**config.mk**
```make
export PLATFORM = sky130hd
export DESIGN_NAME = rv_id_stage
export DESIGN_NICKNAME = d
export VERILOG_FILES = /design/src/rtl/rv_pkg.sv /design/src/rtl/rv_id_stage.sv /design/src/rtl/rv_hazard.sv /design/src/rtl/rv_alu_dec.sv /design/src/rtl/rv_idec.sv
export VERILOG_INCLUDE_DIRS = /design/src /design/src/include
export SDC_FILE = /design/constraint.sdc
export NUM_CORES = 1
export LEC_CHECK = 0
export BUFFER_PORTS_ARGS = -buffer_cell sky130_fd_sc_hd__buf_2
export CAP_MARGIN = 20
export CORE_MARGIN = 2
export CORE_UTILIZATION = 30
export CTS_BUF_LIST = sky130_fd_sc_hd__clkbuf_4 sky130_fd_sc_hd__clkbuf_8 sky130_fd_sc_hd__clkbuf_16
export CTS_CLUSTER_SIZE = 28
export DETAILED_ROUTE_END_ITERATION = 7
export GPL_TIMING_DRIVEN = 1
export PLACE_DENSITY = 0.5
export SLEW_MARGIN = 40
export SYNTH_ARGS = -nofsm -noshare
export SYNTH_HDL_FRONTEND = slang
export SYNTH_SLANG_ARGS = --single-unit
```
**constraint.sdc**
```tcl
create_clock -name clk -period 6.1 [get_ports clk]
set_input_delay 1.22 -clock clk [delete_from_list [all_inputs] [get_ports clk]]
set_output_delay 1.22 -clock clk [all_outputs]
set_load 0.1 [all_outputs]
```
**src/include/rv_params.svh**
```systemverilog
`ifndef RV_PARAMS_SVH
`define RV_PARAMS_SVH

// Architectural data width
// Only RV32 is decoded, so this stays at 32
`define RV_XLEN 32

// Multiply/divide decode
// 1 decodes MUL/DIV/REM as valid with result source M
// 0 flags every funct7 0000001 R-type as invalid
`define RV_EXT_M 1

// Compressed words are always flagged invalid
// Immediates are sign extended from bit 31 up to RV_XLEN

`endif
```
**src/rtl/rv_pkg.sv**
```systemverilog
`include "rv_params.svh"

package rv_pkg;

  // Plain word types
  typedef logic [31:0] rv_instr_t;
  typedef logic [`RV_XLEN-1:0] rv_xlen_t;
  typedef logic [4:0] rv_reg_t;

  // Base opcodes, bits [6:0] of the instruction
  typedef enum logic [6:0] {
    OP_LOAD   = 7'b0000011,
    OP_ITYPE  = 7'b0010011,
    OP_AUIPC  = 7'b0010111,
    OP_STORE  = 7'b0100011,
    OP_RTYPE  = 7'b0110011,
    OP_LUI    = 7'b0110111,
    OP_BRANCH = 7'b1100011,
    OP_JALR   = 7'b1100111,
    OP_JAL    = 7'b1101111,
    OP_SYSTEM = 7'b1110011
  } rv_opcode_t;

  // ALU operand A source
  typedef enum logic [1:0] {
    ALU_A_RS1  = 2'd0,
    ALU_A_ZERO = 2'd1,
    ALU_A_PC   = 2'd2
  } rv_alu_a_t;

  // How the ALU decoder reads funct3/funct7
  typedef enum logic [1:0] {
    ALU_CLS_ADD = 2'd0,
    ALU_CLS_FN3 = 2'd1,
    ALU_CLS_BR  = 2'd2
  } rv_alu_class_t;

  // Writeback result source
  typedef enum logic [2:0] {
    RES_ALU = 3'd0,
    RES_MEM = 3'd1,
    RES_PC4 = 3'd2,
    RES_TGT = 3'd3,
    RES_CSR = 3'd4,
    RES_M   = 3'd5
  } rv_res_t;

  // Immediate format
  typedef enum logic [2:0] {
    IMM_I = 3'd0,
    IMM_S = 3'd1,
    IMM_B = 3'd2,
    IMM_U = 3'd3,
    IMM_J = 3'd4
  } rv_imm_t;

  // Concrete ALU operation, compares in the upper half
  typedef enum logic [3:0] {
    ALU_ADD, ALU_SUB, ALU_SLL, ALU_SLT,
    ALU_SLTU, ALU_XOR, ALU_SRL, ALU_SRA,
    ALU_OR, ALU_AND, ALU_EQ, ALU_NE,
    ALU_LT, ALU_GE, ALU_LTU, ALU_GEU
  } rv_alu_op_t;

  // Decoded control bundle carried in ID/EX
  typedef struct packed {
    logic       reg_write;
    logic       mem_read;
    logic       mem_write;
    rv_alu_a_t  alu_a;
    logic       alu_b_imm;
    rv_alu_op_t alu_op;
    rv_res_t    res_src;
    logic       is_branch;
    logic       is_jal;
    logic       is_jalr;
    logic       is_csr;
    logic       is_ebreak;
    logic       invalid;
    rv_reg_t    rd;
    rv_reg_t    rs1;
    rv_reg_t    rs2;
  } rv_dec_t;

endpackage

```
**src/rtl/rv_id_stage.sv**
```systemverilog
`timescale 1ns/100ps
`include "rv_params.svh"

module rv_id_stage
  import rv_pkg::*;
(
  input  logic      clk,
  input  logic      arst_n,
  input  logic      fetch_valid,
  input  rv_instr_t fetch_instr,
  output logic      stall,
  output logic      ex_valid,
  output rv_dec_t   ex_dec,
  output rv_xlen_t  ex_imm
);

  // IF/ID register
  logic      if_valid;
  rv_instr_t if_instr;

  // Decoder outputs
  logic          id_reg_write;
  logic          id_mem_read;
  logic          id_mem_write;
  rv_alu_a_t     id_alu_a;
  logic          id_alu_b_imm;
  rv_alu_class_t id_alu_class;
  rv_res_t       id_res_src;
  rv_imm_t       id_imm_type;
  logic          id_is_branch;
  logic          id_is_jal;
  logic          id_is_jalr;
  logic          id_is_csr;
  logic          id_is_ebreak;
  logic          id_invalid;
  rv_reg_t       id_rd;
  rv_reg_t       id_rs1;
  rv_reg_t       id_rs2;
  logic [2:0]    id_funct3;
  logic [6:0]    id_funct7;
  logic          id_rs1_used;
  logic          id_rs2_used;
  rv_xlen_t      id_imm_i;
  rv_xlen_t      id_imm_s;
  rv_xlen_t      id_imm_b;
  rv_xlen_t      id_imm_u;
  rv_xlen_t      id_imm_j;
  rv_alu_op_t    id_alu_op;
  rv_dec_t       id_dec;
  rv_xlen_t      id_imm;

  rv_idec u_idec (
    .instr(if_instr), .reg_write(id_reg_write), .mem_read(id_mem_read),
    .mem_write(id_mem_write), .alu_a(id_alu_a), .alu_b_imm(id_alu_b_imm),
    .alu_class(id_alu_class), .res_src(id_res_src), .imm_type(id_imm_type),
    .is_branch(id_is_branch), .is_jal(id_is_jal), .is_jalr(id_is_jalr),
    // M ops already reach EX through res_src
    .is_m(), .is_csr(id_is_csr), .is_ebreak(id_is_ebreak),
    .instr_invalid(id_invalid), .rd(id_rd), .rs1(id_rs1), .rs2(id_rs2),
    .funct3(id_funct3), .funct7(id_funct7), .rs1_used(id_rs1_used),
    .rs2_used(id_rs2_used), .imm_i(id_imm_i), .imm_s(id_imm_s),
    .imm_b(id_imm_b), .imm_u(id_imm_u), .imm_j(id_imm_j)
  );

  // R-type is the only FN3 class with a register B operand
  rv_alu_dec u_alu_dec (
    .alu_class(id_alu_class), .funct3(id_funct3), .funct7(id_funct7),
    .is_rtype((id_alu_class == ALU_CLS_FN3) && !id_alu_b_imm), .alu_op(id_alu_op)
  );

  rv_hazard u_hazard (
    .id_valid(if_valid), .rs1(id_rs1), .rs2(id_rs2), .rs1_used(id_rs1_used),
    .rs2_used(id_rs2_used), .ex_valid(ex_valid), .ex_mem_read(ex_dec.mem_read),
    .ex_rd(ex_dec.rd), .stall(stall)
  );

  // Immediate chosen by format
  always_comb begin
    case (id_imm_type)
      IMM_I:   id_imm = id_imm_i;
      IMM_S:   id_imm = id_imm_s;
      IMM_B:   id_imm = id_imm_b;
      IMM_U:   id_imm = id_imm_u;
      IMM_J:   id_imm = id_imm_j;
      default: id_imm = {`RV_XLEN{1'b0}};
    endcase
  end

  assign id_dec = '{
    reg_write: id_reg_write, mem_read: id_mem_read, mem_write: id_mem_write,
    alu_a: id_alu_a, alu_b_imm: id_alu_b_imm, alu_op: id_alu_op,
    res_src: id_res_src, is_branch: id_is_branch, is_jal: id_is_jal,
    is_jalr: id_is_jalr, is_csr: id_is_csr, is_ebreak: id_is_ebreak,
    invalid: id_invalid, rd: id_rd, rs1: id_rs1, rs2: id_rs2
  };

  // IF/ID holds on stall, ID/EX takes a bubble instead
  always_ff @(posedge clk or negedge arst_n) begin
    if (!arst_n) begin
      if_valid <= 1'b0;
      ex_valid <= 1'b0;
    end else begin
      if (!stall) begin
        if_valid <= fetch_valid;
      end
      ex_valid <= if_valid && !stall;
    end
  end

  // Payload only, qualified by the valid flags
  always_ff @(posedge clk) begin
    if (!stall) begin
      if_instr <= fetch_instr;
    end
    ex_dec <= id_dec;
    ex_imm <= id_imm;
  end

endmodule

```
**src/rtl/rv_hazard.sv**
```systemverilog
`timescale 1ns/100ps

module rv_hazard
  import rv_pkg::*;
(
  // Instruction sitting in IF/ID
  input  logic    id_valid,
  input  rv_reg_t rs1,
  input  rv_reg_t rs2,
  input  logic    rs1_used,
  input  logic    rs2_used,
  // Instruction sitting in ID/EX
  input  logic    ex_valid,
  input  logic    ex_mem_read,
  input  rv_reg_t ex_rd,
  output logic    stall
);

  logic ex_load;
  logic hit_rs1;
  logic hit_rs2;

  // A load whose result is not ready until after MEM
  // Writes to x0 are dropped, so they never create a dependence
  assign ex_load = ex_valid && ex_mem_read && (ex_rd != 5'd0);

  // Raw rs fields may be immediate bits, the used flags filter them
  assign hit_rs1 = rs1_used && (rs1 == ex_rd);
  assign hit_rs2 = rs2_used && (rs2 == ex_rd);

  // One cycle of stall, the load then moves past ID/EX
  assign stall = id_valid && ex_load && (hit_rs1 || hit_rs2);

endmodule

```
**src/rtl/rv_alu_dec.sv**
```systemverilog
`timescale 1ns/100ps

module rv_alu_dec
  import rv_pkg::*;
(
  input  rv_alu_class_t alu_class,
  input  logic [2:0]    funct3,
  input  logic [6:0]    funct7,
  input  logic          is_rtype,
  output rv_alu_op_t    alu_op
);

  // Alternate encoding, SUB for R-type and SRA for any shift right
  logic alt;

  assign alt = (funct7 == 7'b0100000);

  always_comb begin
    alu_op = ALU_ADD;
    case (alu_class)
      // Address and immediate-add users
      ALU_CLS_ADD: alu_op = ALU_ADD;
      // Branch compares straight from funct3
      ALU_CLS_BR: begin
        case (funct3)
          3'b000:  alu_op = ALU_EQ;
          3'b001:  alu_op = ALU_NE;
          3'b100:  alu_op = ALU_LT;
          3'b101:  alu_op = ALU_GE;
          3'b110:  alu_op = ALU_LTU;
          3'b111:  alu_op = ALU_GEU;
          default: alu_op = ALU_EQ;
        endcase
      end
      ALU_CLS_FN3: begin
        case (funct3)
          // ADDI carries imm bits in funct7, so SUB needs R-type
          3'b000:  alu_op = (is_rtype && alt) ? ALU_SUB : ALU_ADD;
          3'b001:  alu_op = ALU_SLL;
          3'b010:  alu_op = ALU_SLT;
          3'b011:  alu_op = ALU_SLTU;
          3'b100:  alu_op = ALU_XOR;
          3'b101:  alu_op = alt ? ALU_SRA : ALU_SRL;
          3'b110:  alu_op = ALU_OR;
          default: alu_op = ALU_AND;
        endcase
      end
      default: alu_op = ALU_ADD;
    endcase
  end

endmodule

```
**src/rtl/rv_idec.sv**
```systemverilog
`timescale 1ns/100ps
`include "rv_params.svh"

module rv_idec
  import rv_pkg::*;
(
  input  rv_instr_t     instr,

  output logic          reg_write,
  output logic          mem_read,
  output logic          mem_write,
  output rv_alu_a_t     alu_a,
  output logic          alu_b_imm,
  output rv_alu_class_t alu_class,
  output rv_res_t       res_src,
  output rv_imm_t       imm_type,
  output logic          is_branch,
  output logic          is_jal,
  output logic          is_jalr,
  output logic          is_m,
  output logic          is_csr,
  output logic          is_ebreak,
  output logic          instr_invalid,

  output rv_reg_t       rd,
  output rv_reg_t       rs1,
  output rv_reg_t       rs2,
  output logic [2:0]    funct3,
  output logic [6:0]    funct7,
  output logic          rs1_used,
  output logic          rs2_used,

  output rv_xlen_t      imm_i,
  output rv_xlen_t      imm_s,
  output rv_xlen_t      imm_b,
  output rv_xlen_t      imm_u,
  output rv_xlen_t      imm_j
);

  // Whole-word encodings of the two supported privileged calls
  localparam rv_instr_t ECALL_WORD  = 32'h0000_0073;
  localparam rv_instr_t EBREAK_WORD = 32'h0010_0073;

  // Short names so each table row reads at a glance
  localparam logic y = 1'b1;
  localparam logic n = 1'b0;
  localparam rv_alu_a_t RS1 = ALU_A_RS1;
  localparam rv_alu_a_t ZRO = ALU_A_ZERO;
  localparam rv_alu_a_t PC = ALU_A_PC;
  localparam rv_alu_class_t ADD = ALU_CLS_ADD;
  localparam rv_alu_class_t FN3 = ALU_CLS_FN3;
  localparam rv_alu_class_t BR = ALU_CLS_BR;
  localparam rv_res_t ALU = RES_ALU;
  localparam rv_res_t MEM = RES_MEM;
  localparam rv_res_t PC4 = RES_PC4;
  localparam rv_res_t TGT = RES_TGT;
  localparam rv_res_t CSR = RES_CSR;
  localparam rv_imm_t I = IMM_I;
  localparam rv_imm_t S = IMM_S;
  localparam rv_imm_t B = IMM_B;
  localparam rv_imm_t U = IMM_U;
  localparam rv_imm_t J = IMM_J;

  // One decode table row
  typedef struct packed {
    logic          valid;
    logic          reg_write;
    logic          mem_read;
    logic          mem_write;
    rv_alu_a_t     alu_a;
    logic          alu_b_imm;
    rv_alu_class_t alu_class;
    rv_res_t       res_src;
    rv_imm_t       imm_type;
    logic          is_branch;
    logic          is_jal;
    logic          is_jalr;
    logic          is_csr;
    logic          rs1_used;
    logic          rs2_used;
  } ctl_t;

  rv_opcode_t opcode;
  ctl_t       ctl;
  logic       inv_system;
  logic       inv_m;

  assign opcode = rv_opcode_t'(instr[6:0]);
  assign rd     = instr[11:7];
  assign funct3 = instr[14:12];
  // rs fields are passed out raw, the used flags say whether they matter
  assign rs1    = instr[19:15];
  assign rs2    = instr[24:20];
  assign funct7 = instr[31:25];

  always_comb begin
    case (opcode)
      //                v  rw mr mw  a    bi cls  res  imm br jl jr cs u1 u2
      OP_LOAD:   ctl = {y, y, y, n, RS1, y, ADD, MEM, I, n, n, n, n, y, n};
      OP_STORE:  ctl = {y, n, n, y, RS1, y, ADD, ALU, S, n, n, n, n, y, y};
      OP_RTYPE:  ctl = {y, y, n, n, RS1, n, FN3, ALU, I, n, n, n, n, y, y};
      OP_ITYPE:  ctl = {y, y, n, n, RS1, y, FN3, ALU, I, n, n, n, n, y, n};
      OP_BRANCH: ctl = {y, n, n, n, RS1, n, BR,  ALU, B, y, n, n, n, y, y};
      OP_JAL:    ctl = {y, y, n, n, PC,  y, ADD, PC4, J, n, y, n, n, n, n};
      OP_JALR:   ctl = {y, y, n, n, RS1, y, ADD, PC4, I, n, n, y, n, y, n};
      OP_AUIPC:  ctl = {y, y, n, n, PC,  y, ADD, TGT, U, n, n, n, n, n, n};
      OP_LUI:    ctl = {y, y, n, n, ZRO, y, ADD, ALU, U, n, n, n, n, n, n};
      OP_SYSTEM: ctl = {y, y, n, n, RS1, y, ADD, CSR, I, n, n, n, y, y, n};
      // Unknown opcode, valid bit low
      default:   ctl = '0;
    endcase
  end

  assign reg_write = ctl.reg_write;
  assign mem_read  = ctl.mem_read;
  assign mem_write = ctl.mem_write;
  assign alu_a     = ctl.alu_a;
  assign alu_b_imm = ctl.alu_b_imm;
  assign alu_class = ctl.alu_class;
  assign imm_type  = ctl.imm_type;
  assign is_branch = ctl.is_branch;
  assign is_jal    = ctl.is_jal;
  assign is_jalr   = ctl.is_jalr;
  assign rs2_used  = ctl.rs2_used;

  // Multiply/divide takes its result from the M unit
  assign res_src = is_m ? RES_M : ctl.res_src;

  // Immediate CSR forms hold a zimm in the rs1 slot
  assign rs1_used = ctl.rs1_used && !(ctl.is_csr && funct3[2]);
  // ECALL and EBREAK share the SYSTEM opcode but touch no CSR
  assign is_csr   = ctl.is_csr && (funct3 != 3'b000);

  // Sign extended immediates, B and J are halfword aligned
  assign imm_i = {{(`RV_XLEN - 12) {instr[31]}}, instr[31:20]};
  assign imm_s = {{(`RV_XLEN - 12) {instr[31]}}, instr[31:25], instr[11:7]};
  assign imm_b = {{(`RV_XLEN - 12) {instr[31]}}, instr[7], instr[30:25], instr[11:8], 1'b0};
  assign imm_u = {{(`RV_XLEN - 32) {instr[31]}}, instr[31:12], 12'b0};
  assign imm_j = {{(`RV_XLEN - 20) {instr[31]}}, instr[19:12], instr[20], instr[30:21], 1'b0};

  // Only funct7 0000001 exactly is a real M encoding
  if (`RV_EXT_M != 0) begin : g_m
    assign is_m  = (opcode == OP_RTYPE) && (funct7 == 7'b0000001);
    assign inv_m = (opcode == OP_RTYPE) && funct7[0] && (funct7 != 7'b0000001);
  end else begin : g_no_m
    assign is_m  = 1'b0;
    assign inv_m = (opcode == OP_RTYPE) && funct7[0];
  end

  // Full word compare here keeps it out of later stages
  assign is_ebreak = (instr == EBREAK_WORD);

  // funct3 100 is reserved, funct3 000 allows only ECALL/EBREAK
  assign inv_system = (opcode == OP_SYSTEM) &&
                      ((funct3 == 3'b100) ||
                       ((funct3 == 3'b000) && (instr != ECALL_WORD) &&
                        (instr != EBREAK_WORD)));

  // Compressed words fail the low-bits check
  assign instr_invalid = (instr[1:0] != 2'b11) || !ctl.valid || inv_system || inv_m;

endmodule

```
==> summary.txt <==
CTS
  – Clock latency on the worst-skew pair: 0.33 ns
  – CTS clk-pin slew, worst paths: 0.06 ns
  – TritonCTS Sinks: 100
  – Root buf cell: clkbuf_16
  – Post-CTS Setup Bufs: 0
  – Post-CTS sizing: 0
  – Hold buffers post-CTS: 0
  – CTS tree: built
  – H-tree levels: 3
  – Maximum root-to-sink buffer count: 2
  – Num CTS Buffers: 9

Critical path
  – Slowest stage cell, crit path: nor4_1
  – Worst Setup EP: stall
  – Crit path largest cell delay: approximately 0.73 ns
  – Worst path depth: 4
  – Worst Path Required: ~4.9 ns
  – WP buf/inv: 1
  – Cell family with most CP delay: simple AND/OR/NAND/NOR gates
  – Worst r2r dst: if_instr[18]
  – CP Capture Type: output pin
  – Startpoint types: flop
  – Register-to-register setup slack: between 3 and 4 ns
  – Crit path arrival time: around 2.6 ns
  – CP Launch Point: if_instr[6]
  – Reg2Reg Launch Point: if_instr[6]
  – Crit path cell chain: nor4_1, o2111ai_1, a21oi_1, buf_2
  – Crit Path Class: flop to output pin
  – CP Max Fanout: 14
  – Cells on worst reg2reg path: 4

Global route
  – Global-route wire length before repair: approximately 13000 um
  – Largest net degree at the start of global routing: 25
  – Vias in the first global route: around 2500
  – Initial antenna violation count: 0
  – Gr ovfl total: 0
  – Total global-route track usage: around an eighth

Synth
  – Synth cell types: 56
  – Count leader, synth: dfxtp_1
  – Post-synth ARST share: approximately 2.0%
  – Main synth FF type: dfxtp_1
  – Sequential area share after synthesis: between 60% and 70%
  – List of most frequent post-synthesis cells: dfxtp_1 (66), edfxtp_1 (32), a21o_1 (22)
  – Synth warnings: 0
  – Yosys top cell area share: around two fifths
  – Post-Syn Nets: around 300
  – Post-Syn Instances: 272
  – Synth Area per Inst: approximately 13 sq um
  – Post-synth EDFFs: 32
  – Yosys reg bits: 100
  – Dominant cell type by area after synthesis: dfxtp_1
  – Synth area leaders: dfxtp_1 (38%), edfxtp_1 (28%), a21o_1 (4.8%)
  – Mapped cell area: 3480 sq um

Power and ir drop
  – Pleak: about 2.0 nW
  – Clk pwr share: 34.6%
  – Worst vdd ir: 137 uV
  – Gate power share: around 15%
  – Switch share: between 20% and 30%
  – Power Dens Cells: 338 nW/um^2
  – Reg power frac: 50.6%
  – Switch Pwr: about 0.00043 W
  – Internal power: approximately 0.0010 W

Drt
  – Drt first pass iters: 4
  – Post-DR vias/cell: 4.61
  – Drt drc: 0
  – Final WL: slightly above 8000 um
  – First DRT Iteration DRCs: 88
  – Wire length per cell after detailed routing: between 15 and 20 um
  – DR vias: 2395
  – Post-route ant nets: 0

Floorplanning
  – Width of the die: roughly 110 um
  – Die area: about 12000 sq um
  – Initial Utilization: 30.6%
  – Die Y: approximately 110 um
  – Core area: about 11000 sq um
  – # rows: 39
  – I/O Pins: around 100

STA
  – Clock skew: around 0.0093 ns
  – Fin crit share: roughly 63%
  – Highest Clock Rate: about 260 MHz
  – Final setup violation count: 0
  – Relative slew slack: 49.5%
  – Unrepaired setup endpoints after global routing: false
  – Final hold slack: between 0.4 and 0.5 ns
  – Period minus WS final: ~3.8 ns
  – Slew Limit Fails: 0
  – Slew @ Worst Pin: around 0.75 ns
  – Fin. Hold Viols: 0
  – Setup TNS: 0 ns

Cells and area
  – Share of cells above drive strength 1: 34.0%
  – FILL cells: 1144
  – Ant diodes: 0
  – Nets@finish: approximately 400
  – Syn-to-layout area delta: 25.5%

Place
  – Dpl hpwl: 6190 um
  – Port bufs: 102
  – Gpl congestion: ~0.8

Worst hold path
  – HP Class: flop to flop

Status
  – Outcome: complete, no violations

Flow run
  – Max-cap viol count: 0
[kinds of logic (layout without fill, tap and decap cells)]
| group | after synthesis | count (layout) | share of synthesized area, % |
|---|---|---|---|
| flops | 100 | 100 | 67.1 |
| simple gates | 75 | 75 | 13.2 |
| compound gates | 63 | 63 | 13.2 |
| fa+ha+maj | 2 | 2 | 0.720 |
| buf+inv | 21 | 125 | 2.95 |
| xor+xnor | 11 | 11 | 2.77 |
[cells in the final DEF, fill, tap and decap left out, drive strengths merged, types with 5 or more instances in the layout]
cell type,instances
dfxtp,66
a21oi,6
buf,103
nand2,8
clkbuf,11
and2,10
o21ai,8
edfxtp,32
a21o,23
inv,6
nor2,16
nor3,9
nor4,5
a22o,5
xor2,9
[cell type report]
class	count	area (sq um)	share of cell area, %
multi-input cells	151	1040	23.9
inverters	6	22.5	0.516
well taps	143	179	4.10
repair buffers	103	518	11.9
clock inverters	5	28.8	0.660
clock buffers	11	240	5.51
flip-flops and latches	100	2330	53.5
[per-stage QoR]
| stage | instances | setup WS, ns | area [sq um] | utilization [%] | total power, W |
|---|---|---|---|---|---|
| CTS | 519 | 2.31 | 4360 | 38.4 | 0.00149 |
| detailed placement | 503 | 2.67 | 4090 | 36.0 | 0.000978 |
| global route | 519 | 2.11 | 4360 | 38.4 | 0.00152 |
| floorplan | 272 | 1.87 | 3480 | - | 0.000934 |
| finish | 519 | 2.28 | 4360 | 38.4 | 0.00147 |
| global placement | 503 | 2.81 | 4090 | 36.0 | 0.000978 |
[state kept, by name, indices dropped and copies added, names as in the netlist]
signal,flops
if_valid,1
ex_dec,34
ex_imm,32
ex_valid,1
if_instr,32
[power groups by stage]
stage	sequential, W	combinational (W)	clock [W]
6_report	0.000745	0.000217	0.000510
5_1_grt	0.000750	0.000226	0.000548
4_1_cts	0.000746	0.000219	0.000527
3_5_place_dp	0.000760	0.000218	0
3_3_place_gp	0.000760	0.000219	0
2_1_floorplan	0.000894	0.0000403	0
[routing by layer]
metal	vias to the layer above	wire (um)	share of wire (%)	GRT usage [%]
met1	1128	3640	44	16.7
met4	0	65	0.78	4.20
met5	-	0	0	0
met2	77	4100	49	22.1
met3	8	511	6.1	3.97
li1	1182	-	-	-
[worst reg2reg max path: stages (launching register included)]
cell,delay (ns)
edfxtp_1,0.57
nor4_1,0.73
o2111ai_1,0.32
a21o_1,0.37
buf_4,0.31
[worst min-delay path by stage]
stage,from,to,slack [ns],depth (start not counted)
final,if_instr[8],ex_dec[11],0.42,0
after global routing,if_instr[8],ex_dec[11],0.43,0
after CTS,if_instr[8],ex_dec[11],0.42,0
after detailed placement,if_instr[8],ex_dec[11],0.40,0
after global placement,if_instr[8],ex_dec[11],0.40,0
after floorplan,if_instr[11],ex_dec[14],0.37,0
Power figures use the tool's default switching activity.
